**config.mk**
```make
export PLATFORM = sky130hd
export DESIGN_NAME = sd_probe_top
export DESIGN_NICKNAME = d
export VERILOG_FILES = /design/src/logic/dbg_pkg.sv /design/src/logic/sd_pkg.sv /design/src/logic/sd_probe_top.sv /design/src/logic/serial_tx.sv /design/src/logic/r1_reporter.sv /design/src/logic/spi_byte_master.sv /design/src/logic/sd_cmd_sequencer.sv
export SDC_FILE = /design/constraint.sdc
export NUM_CORES = 1
export LEC_CHECK = 0
export BUFFER_PORTS_ARGS = -buffer_cell sky130_fd_sc_hd__buf_2
export CORE_ASPECT_RATIO = 1.5
export CORE_MARGIN = 2
export CORE_UTILIZATION = 35
export DETAILED_ROUTE_END_ITERATION = 10
export PLACE_DENSITY = 0.54
export SLEW_MARGIN = 20
export SYNTH_ARGS = -nofsm -noshare
export SYNTH_HDL_FRONTEND = slang
export SYNTH_SLANG_ARGS = --single-unit
```
**constraint.sdc**
```tcl
create_clock -name CLOCK_50 -period 2.6 [get_ports CLOCK_50]
set_clock_uncertainty 0.1 [all_clocks]
set_input_delay 0.52 -clock CLOCK_50 [delete_from_list [all_inputs] [get_ports CLOCK_50]]
set_output_delay 0.52 -clock CLOCK_50 [all_outputs]
set_load 0.01 [all_outputs]
```
**src/logic/dbg_pkg.sv**
```systemverilog
// Debug line character type and ASCII constants, imported by the reporter and the serial transmitter
package dbg_pkg;

    typedef struct packed {
        logic       valid;
        logic [7:0] code;
    } dbg_char_t;

    // Banner printed before the probe
    localparam int banner_len = 3;
    localparam logic [0:banner_len-1][7:0] banner_text = "SD ";

    localparam logic [7:0] ascii_lf      = 8'h0A;
    localparam logic [7:0] ascii_dash    = 8'h2D;

    // Bases for hex digit conversion
    localparam logic [7:0] ascii_zero    = 8'h30;
    localparam logic [7:0] ascii_upper_a = 8'h41;

endpackage

```
**src/logic/sd_pkg.sv**
```systemverilog
// SD card SPI-mode types, imported by the sequencer, the SPI master and the top level
package sd_pkg;

    // ============================================================
    // CMD0 frame and polling limits
    // ============================================================
    localparam int cmd0_len = 6;

    // GO_IDLE_STATE with its fixed CRC
    localparam logic [0:cmd0_len-1][7:0] cmd0_frame = {
        8'h40, 8'h00, 8'h00, 8'h00, 8'h00, 8'h95
    };

    // Fill bytes sent before giving up on R1
    localparam int max_polls = 8;

    // ============================================================
    // Byte transfer handshake
    // ============================================================
    typedef struct packed {
        logic       start;
        logic [7:0] tx_byte;
    } spi_req_t;

    typedef struct packed {
        logic       done;
        logic [7:0] rx_byte;
    } spi_rsp_t;

    // ============================================================
    // R1 response, as a byte or as flags
    // ============================================================
    typedef struct packed {
        logic start_bit;
        logic param_err;
        logic addr_err;
        logic erase_seq_err;
        logic crc_err;
        logic illegal_cmd;
        logic erase_reset;
        logic in_idle;
    } r1_flags_t;

    typedef union packed {
        logic [7:0] raw;
        r1_flags_t  flags;
    } r1_t;

    typedef struct packed {
        logic valid;
        logic timeout;
        r1_t  r1;
    } r1_result_t;

endpackage
```
**src/logic/sd_probe_top.sv**
```systemverilog
// Board top of the SD card probe, wires sequencer, SPI master, reporter and serial line to pins
`timescale 1ns/1ps

module sd_probe_top
    import sd_pkg::*;
    import dbg_pkg::*;
#(
    parameter int startup_cycles  = 4_000_000,
    parameter int spi_half_period = 64,
    parameter int baud_div        = 434
) (
    input  logic CLOCK_50,
    input  logic KEY0,
    input  logic SPI_MISO,
    output logic SPI_SCLK,
    output logic SPI_MOSI,
    output logic SPI_SS_n,
    output logic UART_TXD,
    output logic LEDR0
);

    spi_req_t   spi_req;
    spi_rsp_t   spi_rsp;
    logic       spi_busy;
    logic       banner;
    r1_result_t result;
    dbg_char_t  tx_char;
    logic       tx_busy;

    // ============================================================
    // Probe pipeline
    // ============================================================
    sd_cmd_sequencer #(
        .startup_cycles(startup_cycles)
    ) i_sd_cmd_sequencer (
        .CLOCK_50 (CLOCK_50),
        .KEY0     (KEY0),
        .spi_rsp  (spi_rsp),
        .spi_busy (spi_busy),
        .spi_req  (spi_req),
        .ss_n     (SPI_SS_n),
        .banner   (banner),
        .result   (result)
    );

    spi_byte_master #(
        .spi_half_period(spi_half_period)
    ) i_spi_byte_master (
        .CLOCK_50 (CLOCK_50),
        .KEY0     (KEY0),
        .req      (spi_req),
        .miso     (SPI_MISO),
        .rsp      (spi_rsp),
        .busy     (spi_busy),
        .sclk     (SPI_SCLK),
        .mosi     (SPI_MOSI)
    );

    r1_reporter i_r1_reporter (
        .CLOCK_50 (CLOCK_50),
        .KEY0     (KEY0),
        .banner   (banner),
        .result   (result),
        .tx_busy  (tx_busy),
        .tx_char  (tx_char)
    );

    serial_tx #(
        .baud_div(baud_div)
    ) i_serial_tx (
        .CLOCK_50 (CLOCK_50),
        .KEY0     (KEY0),
        .char_in  (tx_char),
        .busy     (tx_busy),
        .txd      (UART_TXD)
    );

    // Idle flag of the last response, off when the card never answered
    always_ff @(posedge CLOCK_50 or negedge KEY0) begin
        if (!KEY0) begin
            LEDR0 <= 1'b0;
        end else if (result.valid) begin
            LEDR0 <= result.r1.flags.in_idle & ~result.timeout;
        end
    end

endmodule

```
**src/logic/serial_tx.sv**
```systemverilog
// 8N1 serial transmitter for the debug line, one character per valid strobe
`timescale 1ns/1ps

module serial_tx
    import dbg_pkg::*;
#(
    parameter int baud_div = 434
) (
    input  logic      CLOCK_50,
    input  logic      KEY0,
    input  dbg_char_t char_in,
    output logic      busy,
    output logic      txd
);

    localparam int cnt_w = $clog2(baud_div + 1);

    logic [cnt_w-1:0] baud_cnt;
    logic [3:0]       bit_cnt;
    // Stop bit, data LSB first, start bit in bit 0
    logic [9:0]       frame;

    always_ff @(posedge CLOCK_50 or negedge KEY0) begin
        if (!KEY0) begin
            busy     <= 1'b0;
            baud_cnt <= '0;
            bit_cnt  <= '0;
            frame    <= '1;
        end else if (!busy) begin
            if (char_in.valid) begin
                busy     <= 1'b1;
                baud_cnt <= '0;
                bit_cnt  <= '0;
                frame    <= {1'b1, char_in.code, 1'b0};
            end
        end else if (baud_cnt == cnt_w'(baud_div - 1)) begin
            baud_cnt <= '0;
            // Ones shift in so the line idles high
            frame    <= {1'b1, frame[9:1]};
            if (bit_cnt == 4'd9) begin
                busy <= 1'b0;
            end else begin
                bit_cnt <= bit_cnt + 1'b1;
            end
        end else begin
            baud_cnt <= baud_cnt + 1'b1;
        end
    end

    assign txd = frame[0];

endmodule

```
**src/logic/r1_reporter.sv**
```systemverilog
// Turns the banner strobe and the R1 result into debug characters for the serial transmitter
`timescale 1ns/1ps

module r1_reporter
    import sd_pkg::*;
    import dbg_pkg::*;
(
    input  logic       CLOCK_50,
    input  logic       KEY0,
    input  logic       banner,
    input  r1_result_t result,
    input  logic       tx_busy,
    output dbg_char_t  tx_char
);

    logic [0:banner_len-1][7:0] queue;
    logic [1:0]                 count;
    logic                       banner_pend;
    logic                       result_pend;
    logic                       held_timeout;
    r1_t                        held_r1;

    function automatic logic [7:0] hex_char(input logic [3:0] nib);
        if (nib < 4'd10) begin
            return ascii_zero + 8'(nib);
        end
        return ascii_upper_a + 8'(nib) - 8'd10;
    endfunction

    always_ff @(posedge CLOCK_50 or negedge KEY0) begin
        if (!KEY0) begin
            queue        <= '0;
            count        <= '0;
            banner_pend  <= 1'b0;
            result_pend  <= 1'b0;
            held_timeout <= 1'b0;
            held_r1      <= '0;
            tx_char      <= '0;
        end else begin
            tx_char.valid <= 1'b0;

            // Hold requests until the queue has drained
            if (banner) begin
                banner_pend <= 1'b1;
            end
            if (result.valid) begin
                result_pend  <= 1'b1;
                held_timeout <= result.timeout;
                held_r1      <= result.r1;
            end

            if (count == 2'd0) begin
                if (banner_pend) begin
                    queue       <= banner_text;
                    count       <= 2'(banner_len);
                    banner_pend <= 1'b0;
                end else if (result_pend) begin
                    if (held_timeout) begin
                        queue <= {ascii_dash, ascii_dash, ascii_lf};
                    end else begin
                        queue <= {hex_char(held_r1.raw[7:4]), hex_char(held_r1.raw[3:0]),
                                  ascii_lf};
                    end
                    count       <= 2'd3;
                    result_pend <= 1'b0;
                end
            end else if (!tx_busy && !tx_char.valid) begin
                // Busy rises a cycle after valid, so skip the cycle after a send
                tx_char.valid <= 1'b1;
                tx_char.code  <= queue[0];
                queue         <= {queue[1], queue[2], 8'h00};
                count         <= count - 1'b1;
            end
        end
    end

endmodule

```
**src/logic/spi_byte_master.sv**
```systemverilog
// Mode 0 SPI master that exchanges one byte, MSB first, for each start request
`timescale 1ns/1ps

module spi_byte_master
    import sd_pkg::*;
#(
    parameter int spi_half_period = 64
) (
    input  logic     CLOCK_50,
    input  logic     KEY0,
    input  spi_req_t req,
    input  logic     miso,
    output spi_rsp_t rsp,
    output logic     busy,
    output logic     sclk,
    output logic     mosi
);

    localparam int div_w = $clog2(spi_half_period + 1);

    logic [div_w-1:0] div_cnt;
    logic [3:0]       edge_cnt;
    logic [7:0]       shifter;
    logic             miso_bit;
    logic             done;

    always_ff @(posedge CLOCK_50 or negedge KEY0) begin
        if (!KEY0) begin
            busy     <= 1'b0;
            sclk     <= 1'b0;
            div_cnt  <= '0;
            edge_cnt <= '0;
            shifter  <= '0;
            miso_bit <= 1'b0;
            done     <= 1'b0;
        end else begin
            done <= 1'b0;

            if (!busy) begin
                // MSB is on MOSI before the first rising edge
                if (req.start) begin
                    busy     <= 1'b1;
                    shifter  <= req.tx_byte;
                    div_cnt  <= '0;
                    edge_cnt <= '0;
                end
            end else if (div_cnt == div_w'(spi_half_period - 1)) begin
                div_cnt  <= '0;
                sclk     <= ~sclk;
                edge_cnt <= edge_cnt + 1'b1;

                if (!sclk) begin
                    // Rising edge, sample the card
                    miso_bit <= miso;
                end else begin
                    // Falling edge, next bit out and sampled bit in
                    shifter <= {shifter[6:0], miso_bit};
                    if (edge_cnt == 4'd15) begin
                        busy <= 1'b0;
                        done <= 1'b1;
                    end
                end
            end else begin
                div_cnt <= div_cnt + 1'b1;
            end
        end
    end

    assign mosi = shifter[7];

    // Shifter holds the received byte once all 8 bits are in
    assign rsp.done    = done;
    assign rsp.rx_byte = shifter;

endmodule

```
**src/logic/sd_cmd_sequencer.sv**
```systemverilog
// Probe control: power-up delay, banner strobe, CMD0 frame, R1 polling and result report
`timescale 1ns/1ps

module sd_cmd_sequencer
    import sd_pkg::*;
#(
    parameter int startup_cycles = 4_000_000
) (
    input  logic       CLOCK_50,
    input  logic       KEY0,
    input  spi_rsp_t   spi_rsp,
    input  logic       spi_busy,
    output spi_req_t   spi_req,
    output logic       ss_n,
    output logic       banner,
    output r1_result_t result
);

    localparam int delay_w = $clog2(startup_cycles + 1);
    localparam int poll_w  = $clog2(max_polls + 1);

    typedef enum logic [2:0] {
        st_delay,
        st_banner,
        st_frame_issue,
        st_frame_wait,
        st_poll_issue,
        st_poll_wait,
        st_done
    } state_t;

    state_t             state;
    logic [delay_w-1:0] delay_cnt;
    logic [2:0]         frame_idx;
    logic [poll_w-1:0]  poll_cnt;
    r1_t                rx_r1;

    // Polled byte seen through the R1 flag layout
    assign rx_r1.raw = spi_rsp.rx_byte;

    always_ff @(posedge CLOCK_50 or negedge KEY0) begin
        if (!KEY0) begin
            state     <= st_delay;
            delay_cnt <= '0;
            frame_idx <= '0;
            poll_cnt  <= '0;
            spi_req   <= '0;
            ss_n      <= 1'b1;
            banner    <= 1'b0;
            result    <= '0;
        end else begin
            spi_req.start <= 1'b0;
            banner        <= 1'b0;
            result.valid  <= 1'b0;

            case (state)
                st_delay: begin
                    delay_cnt <= delay_cnt + 1'b1;
                    if (delay_cnt == delay_w'(startup_cycles - 1)) begin
                        state <= st_banner;
                    end
                end

                st_banner: begin
                    banner <= 1'b1;
                    state  <= st_frame_issue;
                end

                // ====================================================
                // CMD0 frame, one byte per transfer
                // ====================================================
                st_frame_issue: begin
                    if (!spi_busy) begin
                        spi_req.start   <= 1'b1;
                        spi_req.tx_byte <= cmd0_frame[frame_idx];
                        ss_n            <= 1'b0;
                        state           <= st_frame_wait;
                    end
                end

                st_frame_wait: begin
                    if (spi_rsp.done) begin
                        if (frame_idx == 3'(cmd0_len - 1)) begin
                            state <= st_poll_issue;
                        end else begin
                            frame_idx <= frame_idx + 1'b1;
                            state     <= st_frame_issue;
                        end
                    end
                end

                // ====================================================
                // Fill bytes until R1 or the poll limit
                // ====================================================
                st_poll_issue: begin
                    if (!spi_busy) begin
                        spi_req.start   <= 1'b1;
                        spi_req.tx_byte <= 8'hFF;
                        state           <= st_poll_wait;
                    end
                end

                st_poll_wait: begin
                    if (spi_rsp.done) begin
                        poll_cnt <= poll_cnt + 1'b1;
                        if (!rx_r1.flags.start_bit) begin
                            result.valid   <= 1'b1;
                            result.timeout <= 1'b0;
                            result.r1      <= rx_r1;
                            ss_n           <= 1'b1;
                            state          <= st_done;
                        end else if (poll_cnt == poll_w'(max_polls - 1)) begin
                            result.valid   <= 1'b1;
                            result.timeout <= 1'b1;
                            result.r1      <= rx_r1;
                            ss_n           <= 1'b1;
                            state          <= st_done;
                        end else begin
                            state <= st_poll_issue;
                        end
                    end
                end

                // One probe per reset
                default: state <= st_done;
            endcase
        end
    end

endmodule

```
; After elaboration in Yosys (flattened, before gate mapping)
; Memories as Yosys holds them, arrays and structs flattened.
; Index checks and enable logic that the tools add are counted.
; Widths: inputs -> output; s select.
[op_classes]
magnitude_cmp = 3
n_addsub = 14
n_bitwise = 6
n_eq_ne = 24
n_mux = 89
n_reduce_logical = 24
[ops]
columns = op, count
row1 = $mux 24, 5
row2 = $mux 8, 10
row3 = $mux 10, 7
row4 = $mux 9, 7
row5 = $mux 1, 35
row6 = $mux 4, 7
row7 = $add 22x1->22 const B, 1
row8 = $eq 22x22->1 const B, 1
row9 = $mux 3, 7
row10 = $mux 7, 3
row11 = $pmux 3 s6, 1
row12 = $pmux 9 s2, 1
row13 = $reduce_and 3->1, 6
row14 = $add 7x4->8 const A, 2
row15 = $sub 8x4->8 const B, 2
row16 = $add 6x4->7 const A, 2
row17 = $ne 2x2->1 const B, 7
row18 = $add 4x1->4 const B, 3
row19 = $reduce_and 2->1, 6
row20 = $mux 2, 5
row21 = $reduce_bool 2->1, 5
row22 = $add 9x1->9 const B, 1
row23 = $eq 3x3->1 const B, 3
row24 = $eq 9x9->1 const B, 1
row25 = other kinds (23), 32
[word_totals]
n_memories = 1
regBits = 147
romBits = 64
output_inout_bits = 5
[mem_list]
columns = memory, words, word_bits, read_ports, rd_ports_with_merged_regs, write_ports, line_no
row1 = (name not given), 8, 8, 1, 0, 0, sd_cmd_sequencer.sv:75  ; spi_req.tx_byte <= cmd0_frame[frame_idx];

; Longest topological paths before layout
[depth]
word_depth = 11
ltp_mapped = 7

; Cells and area by module
; A second synthesis with hierarchy kept.
[unflattened]
cells_unflattened = 597
hier_area_um2 = 6443.7
[modules_own_cells]
columns = mod, area_per_inst_um2, cells_each, n_inst
row1 = sd_cmd_sequencer, 2207.1, 195, 1
row2 = r1_reporter, 1724.2, 163, 1
row3 = spi_byte_master, 1239.9, 109, 1
row4 = serial_tx, 1231.2, 126, 1
row5 = sd_probe_top, 41.3, 4, 1

; Worst setup path after synthesis
; No wires, ideal clock.
[synth_timing]
path_type = flip-flop to flip-flop
startpoint = register i_spi_byte_master.div_cnt[0]
endpoint = register i_spi_byte_master.edge_cnt[1]
path_slack_ns = 0.810
arrival_ns = 1.569
path_buffers = 0
synth_period_minus_slack_ns = 1.790
stages_incl_launch_ff = 6
path_cell_list = dfrtp_1 -> ha_1 -> nand2_2 -> or3_4 -> mux2_1 -> a22o_1
[synth_via]
elab_chain_cells = 3
[synth_lines]
columns = element, line_no
row1 = from (decl), spi_byte_master.sv:21  ; logic [div_w-1:0] div_cnt;
row2 = from (signal assigned), spi_byte_master.sv:64  ; div_cnt <= div_cnt + 1'b1;
row3 = $eq 7x6->1, spi_byte_master.sv:47  ; end else if (div_cnt == div_w'(spi_half_period - 1)) begin
row4 = $ne 2x2->1 (no source line), -
row5 = $reduce_and 2->1 (no source line), -
row6 = to (signal assigned), spi_byte_master.sv:50  ; edge_cnt <= edge_cnt + 1'b1;
row7 = to (decl), spi_byte_master.sv:22  ; logic [3:0] edge_cnt;
; Every way passes these cells.
; A chain may end at the register's enable or synchronous reset.

; Final worst setup path
[layout_timing]
startpoint = register i_r1_reporter.count[0]
endpoint = register i_r1_reporter.queue[11] (netlist bit)
[layout_via]
elab_chain_cells = 3
[layout_lines]
columns = element, line_no
row1 = from (decl), r1_reporter.sv:17  ; logic [1:0] count;
row2 = from (signal assigned), r1_reporter.sv:55  ; count <= 2'(banner_len);
row3 = from (signal assigned), r1_reporter.sv:72  ; count <= count - 1'b1;
row4 = $logic_not 2->1 *, r1_reporter.sv:52  ; if (count == 2'd0) begin
row5 = $ne 3x1->1 (no source line) / $reduce_bool 2->1 (equally long branches), -
row6 = $reduce_and 2->1 (no source line), -
row7 = to (signal assigned), r1_reporter.sv:54  ; queue <= banner_text;
row8 = to (signal assigned), r1_reporter.sv:59  ; queue <= {ascii_dash, ascii_dash, ascii_lf};
row9 = to (signal assigned), r1_reporter.sv:61  ; queue <= {hex_char(held_r1.raw[7:4]), hex_char(held_r1.raw[3:0]),
row10 = to (decl), r1_reporter.sv:16  ; logic [0:banner_len-1][7:0] queue;
; Every way passes the cells marked *; elsewhere a longest branch is shown, timed or not.

==> reports/metrics.cfg <==
[final_layout]
insertedDiodeCount = 0
fillCellCount = 1706
final_cell_area_mm2 = 0.00692
layout-drive-gt1-share = 0.153
layout.cells.non_filler = 808
nNetsFinal = 598
areaGrowthSynthToFinish_pct = 12.7

[floorplanning]
rows = 59
io_pins = 8
die_y_um = 166
core_mm2 = 0.0173
die_w_um = 112
start_util = 0.356
dieArea_mm2 = 0.0186

[timing]
setup_viol = 0
fmax_mhz = 472
hold_violations = 0
drv_slew = 0
fin_hold_ws_ps = 241
tns_ps = 0
min_period_ps = 2120
worstMarginPinSlew_ps = 634
slew_headroom = 0.577
rsz0062_at_grt = no
period_share = 0.815

[synth]
yosysTopAreaCell = dfrtp_1
synth-seq-area-share = 0.532
synth.avg_cell_area_um2 = 10.7
ys.flop_type = dfrtp_1
synth_top_family_by_area = simple AND/OR/NAND/NOR gates
synth_warnings = 0
netlist_instances = 573
synth.cell_area_mm2 = 0.00614
ys_ff_latch = 130
async_flop_share = 1.00
synth_fa_ha_area_frac = 0.0265
synth.area.mux_share = 0.0615
synthSimpleGateAreaFrac = 0.161
synth_edf_count = 0
synth_top_area_frac = 0.489
synth-compound-area-share = 0.133
synth_nets = 589
yosys-top-cells-area = dfrtp_1 (49%), dfstp_2 (4.3%), mux2_2 (3.9%)
synth_xor_area_frac = 0.0499
synth_cell_type_count = 68

[global_route]
grt_pass1_wl_um = 20500
overflow = 0
grt_max_degree = 62
grt_pass1_vias = 4282
antenna_found_initial = 0
grt_usage = 0.135

[cts]
cts_resized = 0
tritoncts = built
numCtsBuffers = 17
clk_latency_ps = 410
h-tree-depth = 4
ctsRootBufferMaster = clkbuf_16
cts_buffer_depth = 2
cts_sinks = 130
clk_pin_slew_ps = 60

[power]
powerDensity_mw_per_mm2 = 604
cellLeakagePower_nw = 3.18
peakVddDrop_mv = 0.389
fin_total_pwr_w = 0.00418

[drt]
avgViaCountPerCell = 5.23
wl_per_cell_um = 14.4
detail-route-antenna-nets = 0
drtIter0Drc = 203
num_vias = 4225
routed_wl_um = 11600
dr.pass1.iters = 5
drc_errors = 0

[worst_setup_path]
path_class = reg -> reg
start_kind = flop
crit_required_ps = 2830
arrival_ps = 2340
cp-end-kind = flop
crit_fanout = 12

[placement]
gp_congestion = 0.769
dp_cells = 775
io_buffers = 7
place_area_mm2 = 0.00639
dp_hpwl_um = 8160

[flow_run]
drv_cap = 0

[worst_hold_path]
min_path_type = in -> reg

[outcome]
run_status = completed

-- Yosys cell counts (2+ instances only) --
cell type,count
nor4_1,3
mux2i_1,13
nand4_1,9
buf_1,2
a21oi_1,34
nor3b_1,5
nor2_1,28
clkbuf_1,12
and4_1,3
a31o_2,2
a2111oi_0,2
o311ai_0,2
inv_1,26
nor4b_1,3
or3_1,4
xnor2_1,25
nand2_1,57
a32o_1,2
o31ai_1,3
a31oi_1,4
buf_2,6
dfstp_2,10
xor2_1,10
o211ai_1,3
a21o_1,6
dfrtp_1,120
a211oi_1,2
a41oi_1,2
o21ai_0,37
o22ai_1,8
a22o_1,5
nor3_1,11
and3_1,10
nor2b_1,6
buf_4,4
nand3b_1,2
nand2b_1,7
ha_1,13
mux2_2,21
and2_1,3
nand3_1,21
-- state kept, by name, summed over array words and instances (netlist names), 2 cells and up --
name                          cells
i_sd_cmd_sequencer.delay_cnt     22
i_r1_reporter.queue              16
i_sd_cmd_sequencer.result         9
i_serial_tx.baud_cnt              9
i_serial_tx.frame                 9
i_r1_reporter.tx_char             8
i_spi_byte_master.shifter         8
i_r1_reporter.held_r1             7
i_spi_byte_master.div_cnt         7
i_sd_cmd_sequencer.poll_cnt       4
i_sd_cmd_sequencer.spi_req        4
i_serial_tx.bit_cnt               4
i_spi_byte_master.edge_cnt        4
i_sd_cmd_sequencer.frame_idx      3
i_sd_cmd_sequencer.state          3
i_r1_reporter.count               2
-- what timing repair did --
item | 4_1_cts | 5_1_grt
endpoints found under the hold margin | 16 | 0
buffers inserted | 0 | 0
hold buffers | 1 | 0
-- final timing paths --
kind	cells past startpoint	endpoint	slack (ps)	start
min	2	i_spi_byte_master.miso_bit	240	SPI_MISO
min reg2reg	2	i_serial_tx.frame[8]	360	i_serial_tx.frame[8]
max reg2reg	6	i_r1_reporter.queue[11]	480	i_r1_reporter.count[0]
max in group asynchronous	3	i_serial_tx.frame[4]	1290	KEY0
min in group asynchronous	2	i_serial_tx.baud_cnt[6]	430	KEY0
max	6	i_r1_reporter.queue[11]	480	i_r1_reporter.count[0]
-- layer usage --
metal / track usage / share of wire / up-vias
li1: - / - / 2065
met1: 0.157 / 0.43 / 2090
met2: 0.229 / 0.52 / 48
met3: 0.0412 / 0.025 / 22
met4: 0.0583 / 0.024 / 0
met5: 0 / 0 / -
-- final cells by class --
type	count	area (um2)	area share
Timing Repair Buffer	15	113	0.0163
Tap cell	213	267	0.0385
Clock inverter	11	66.3	0.00958
Inverter	26	97.6	0.0141
Sequential cell	130	3270	0.472
Multi-Input combinational cell	392	2660	0.383
Clock buffer	21	460	0.0665
-- logic make-up after synthesis --
group,Yosys count
AND/OR/NAND/NOR,184
AO/OA/AOI/OAI,125
XOR/XNOR,35
buffers and inverters,51
adder cells (fa/ha/maj),13
flip-flops,130
multiplexers,35
-- where the power goes --
| group | switching, W | internal [W] | total [W] |
|---|---|---|---|
| clock network | 0.000855 | 0.00125 | 0.00211 |
| registers | 0.000000442 | 0.00203 | 0.00203 |
| logic | 0.0000403 | 0.00000811 | 0.0000484 |
| total | 0.000896 | 0.00329 | 0.00418 |
-- worst max-delay path: stages, from the launching register on --
cell and delay, ps:
dfrtp_1 380, inv_1 60, ha_1 440, inv_1 280
nor2_1 440, a21oi_1 130, o21ai_0 190
-- metrics by stage --
step	util	setup slack [ps]
2_1_floorplan	-	810
6_report	0.401	482
3_5_place_dp	0.370	491
4_1_cts	0.401	476
5_1_grt	0.401	306
3_3_place_gp	0.370	613
-- cell usage in the layout, fill, tap and decap left out, drive strengths merged, types with 5 or more instances in the layout --
cell / instances
xor2: 10
nand3: 22
clkbuf: 21
mux2i: 13
nor2b: 6
mux2: 22
buf: 14
nand2b: 7
or3: 5
o21ai: 37
nor3: 12
ha: 13
a21oi: 35
inv: 26
clkinv: 8
a22o: 5
dfrtp: 120
nand4: 10
nor3b: 5
nand2: 58
xnor2: 25
o22ai: 9
a21o: 6
dfstp: 10
nor2: 29
a31oi: 5
and3: 10
No activity file was read; power rests on OpenSTA's default activity.
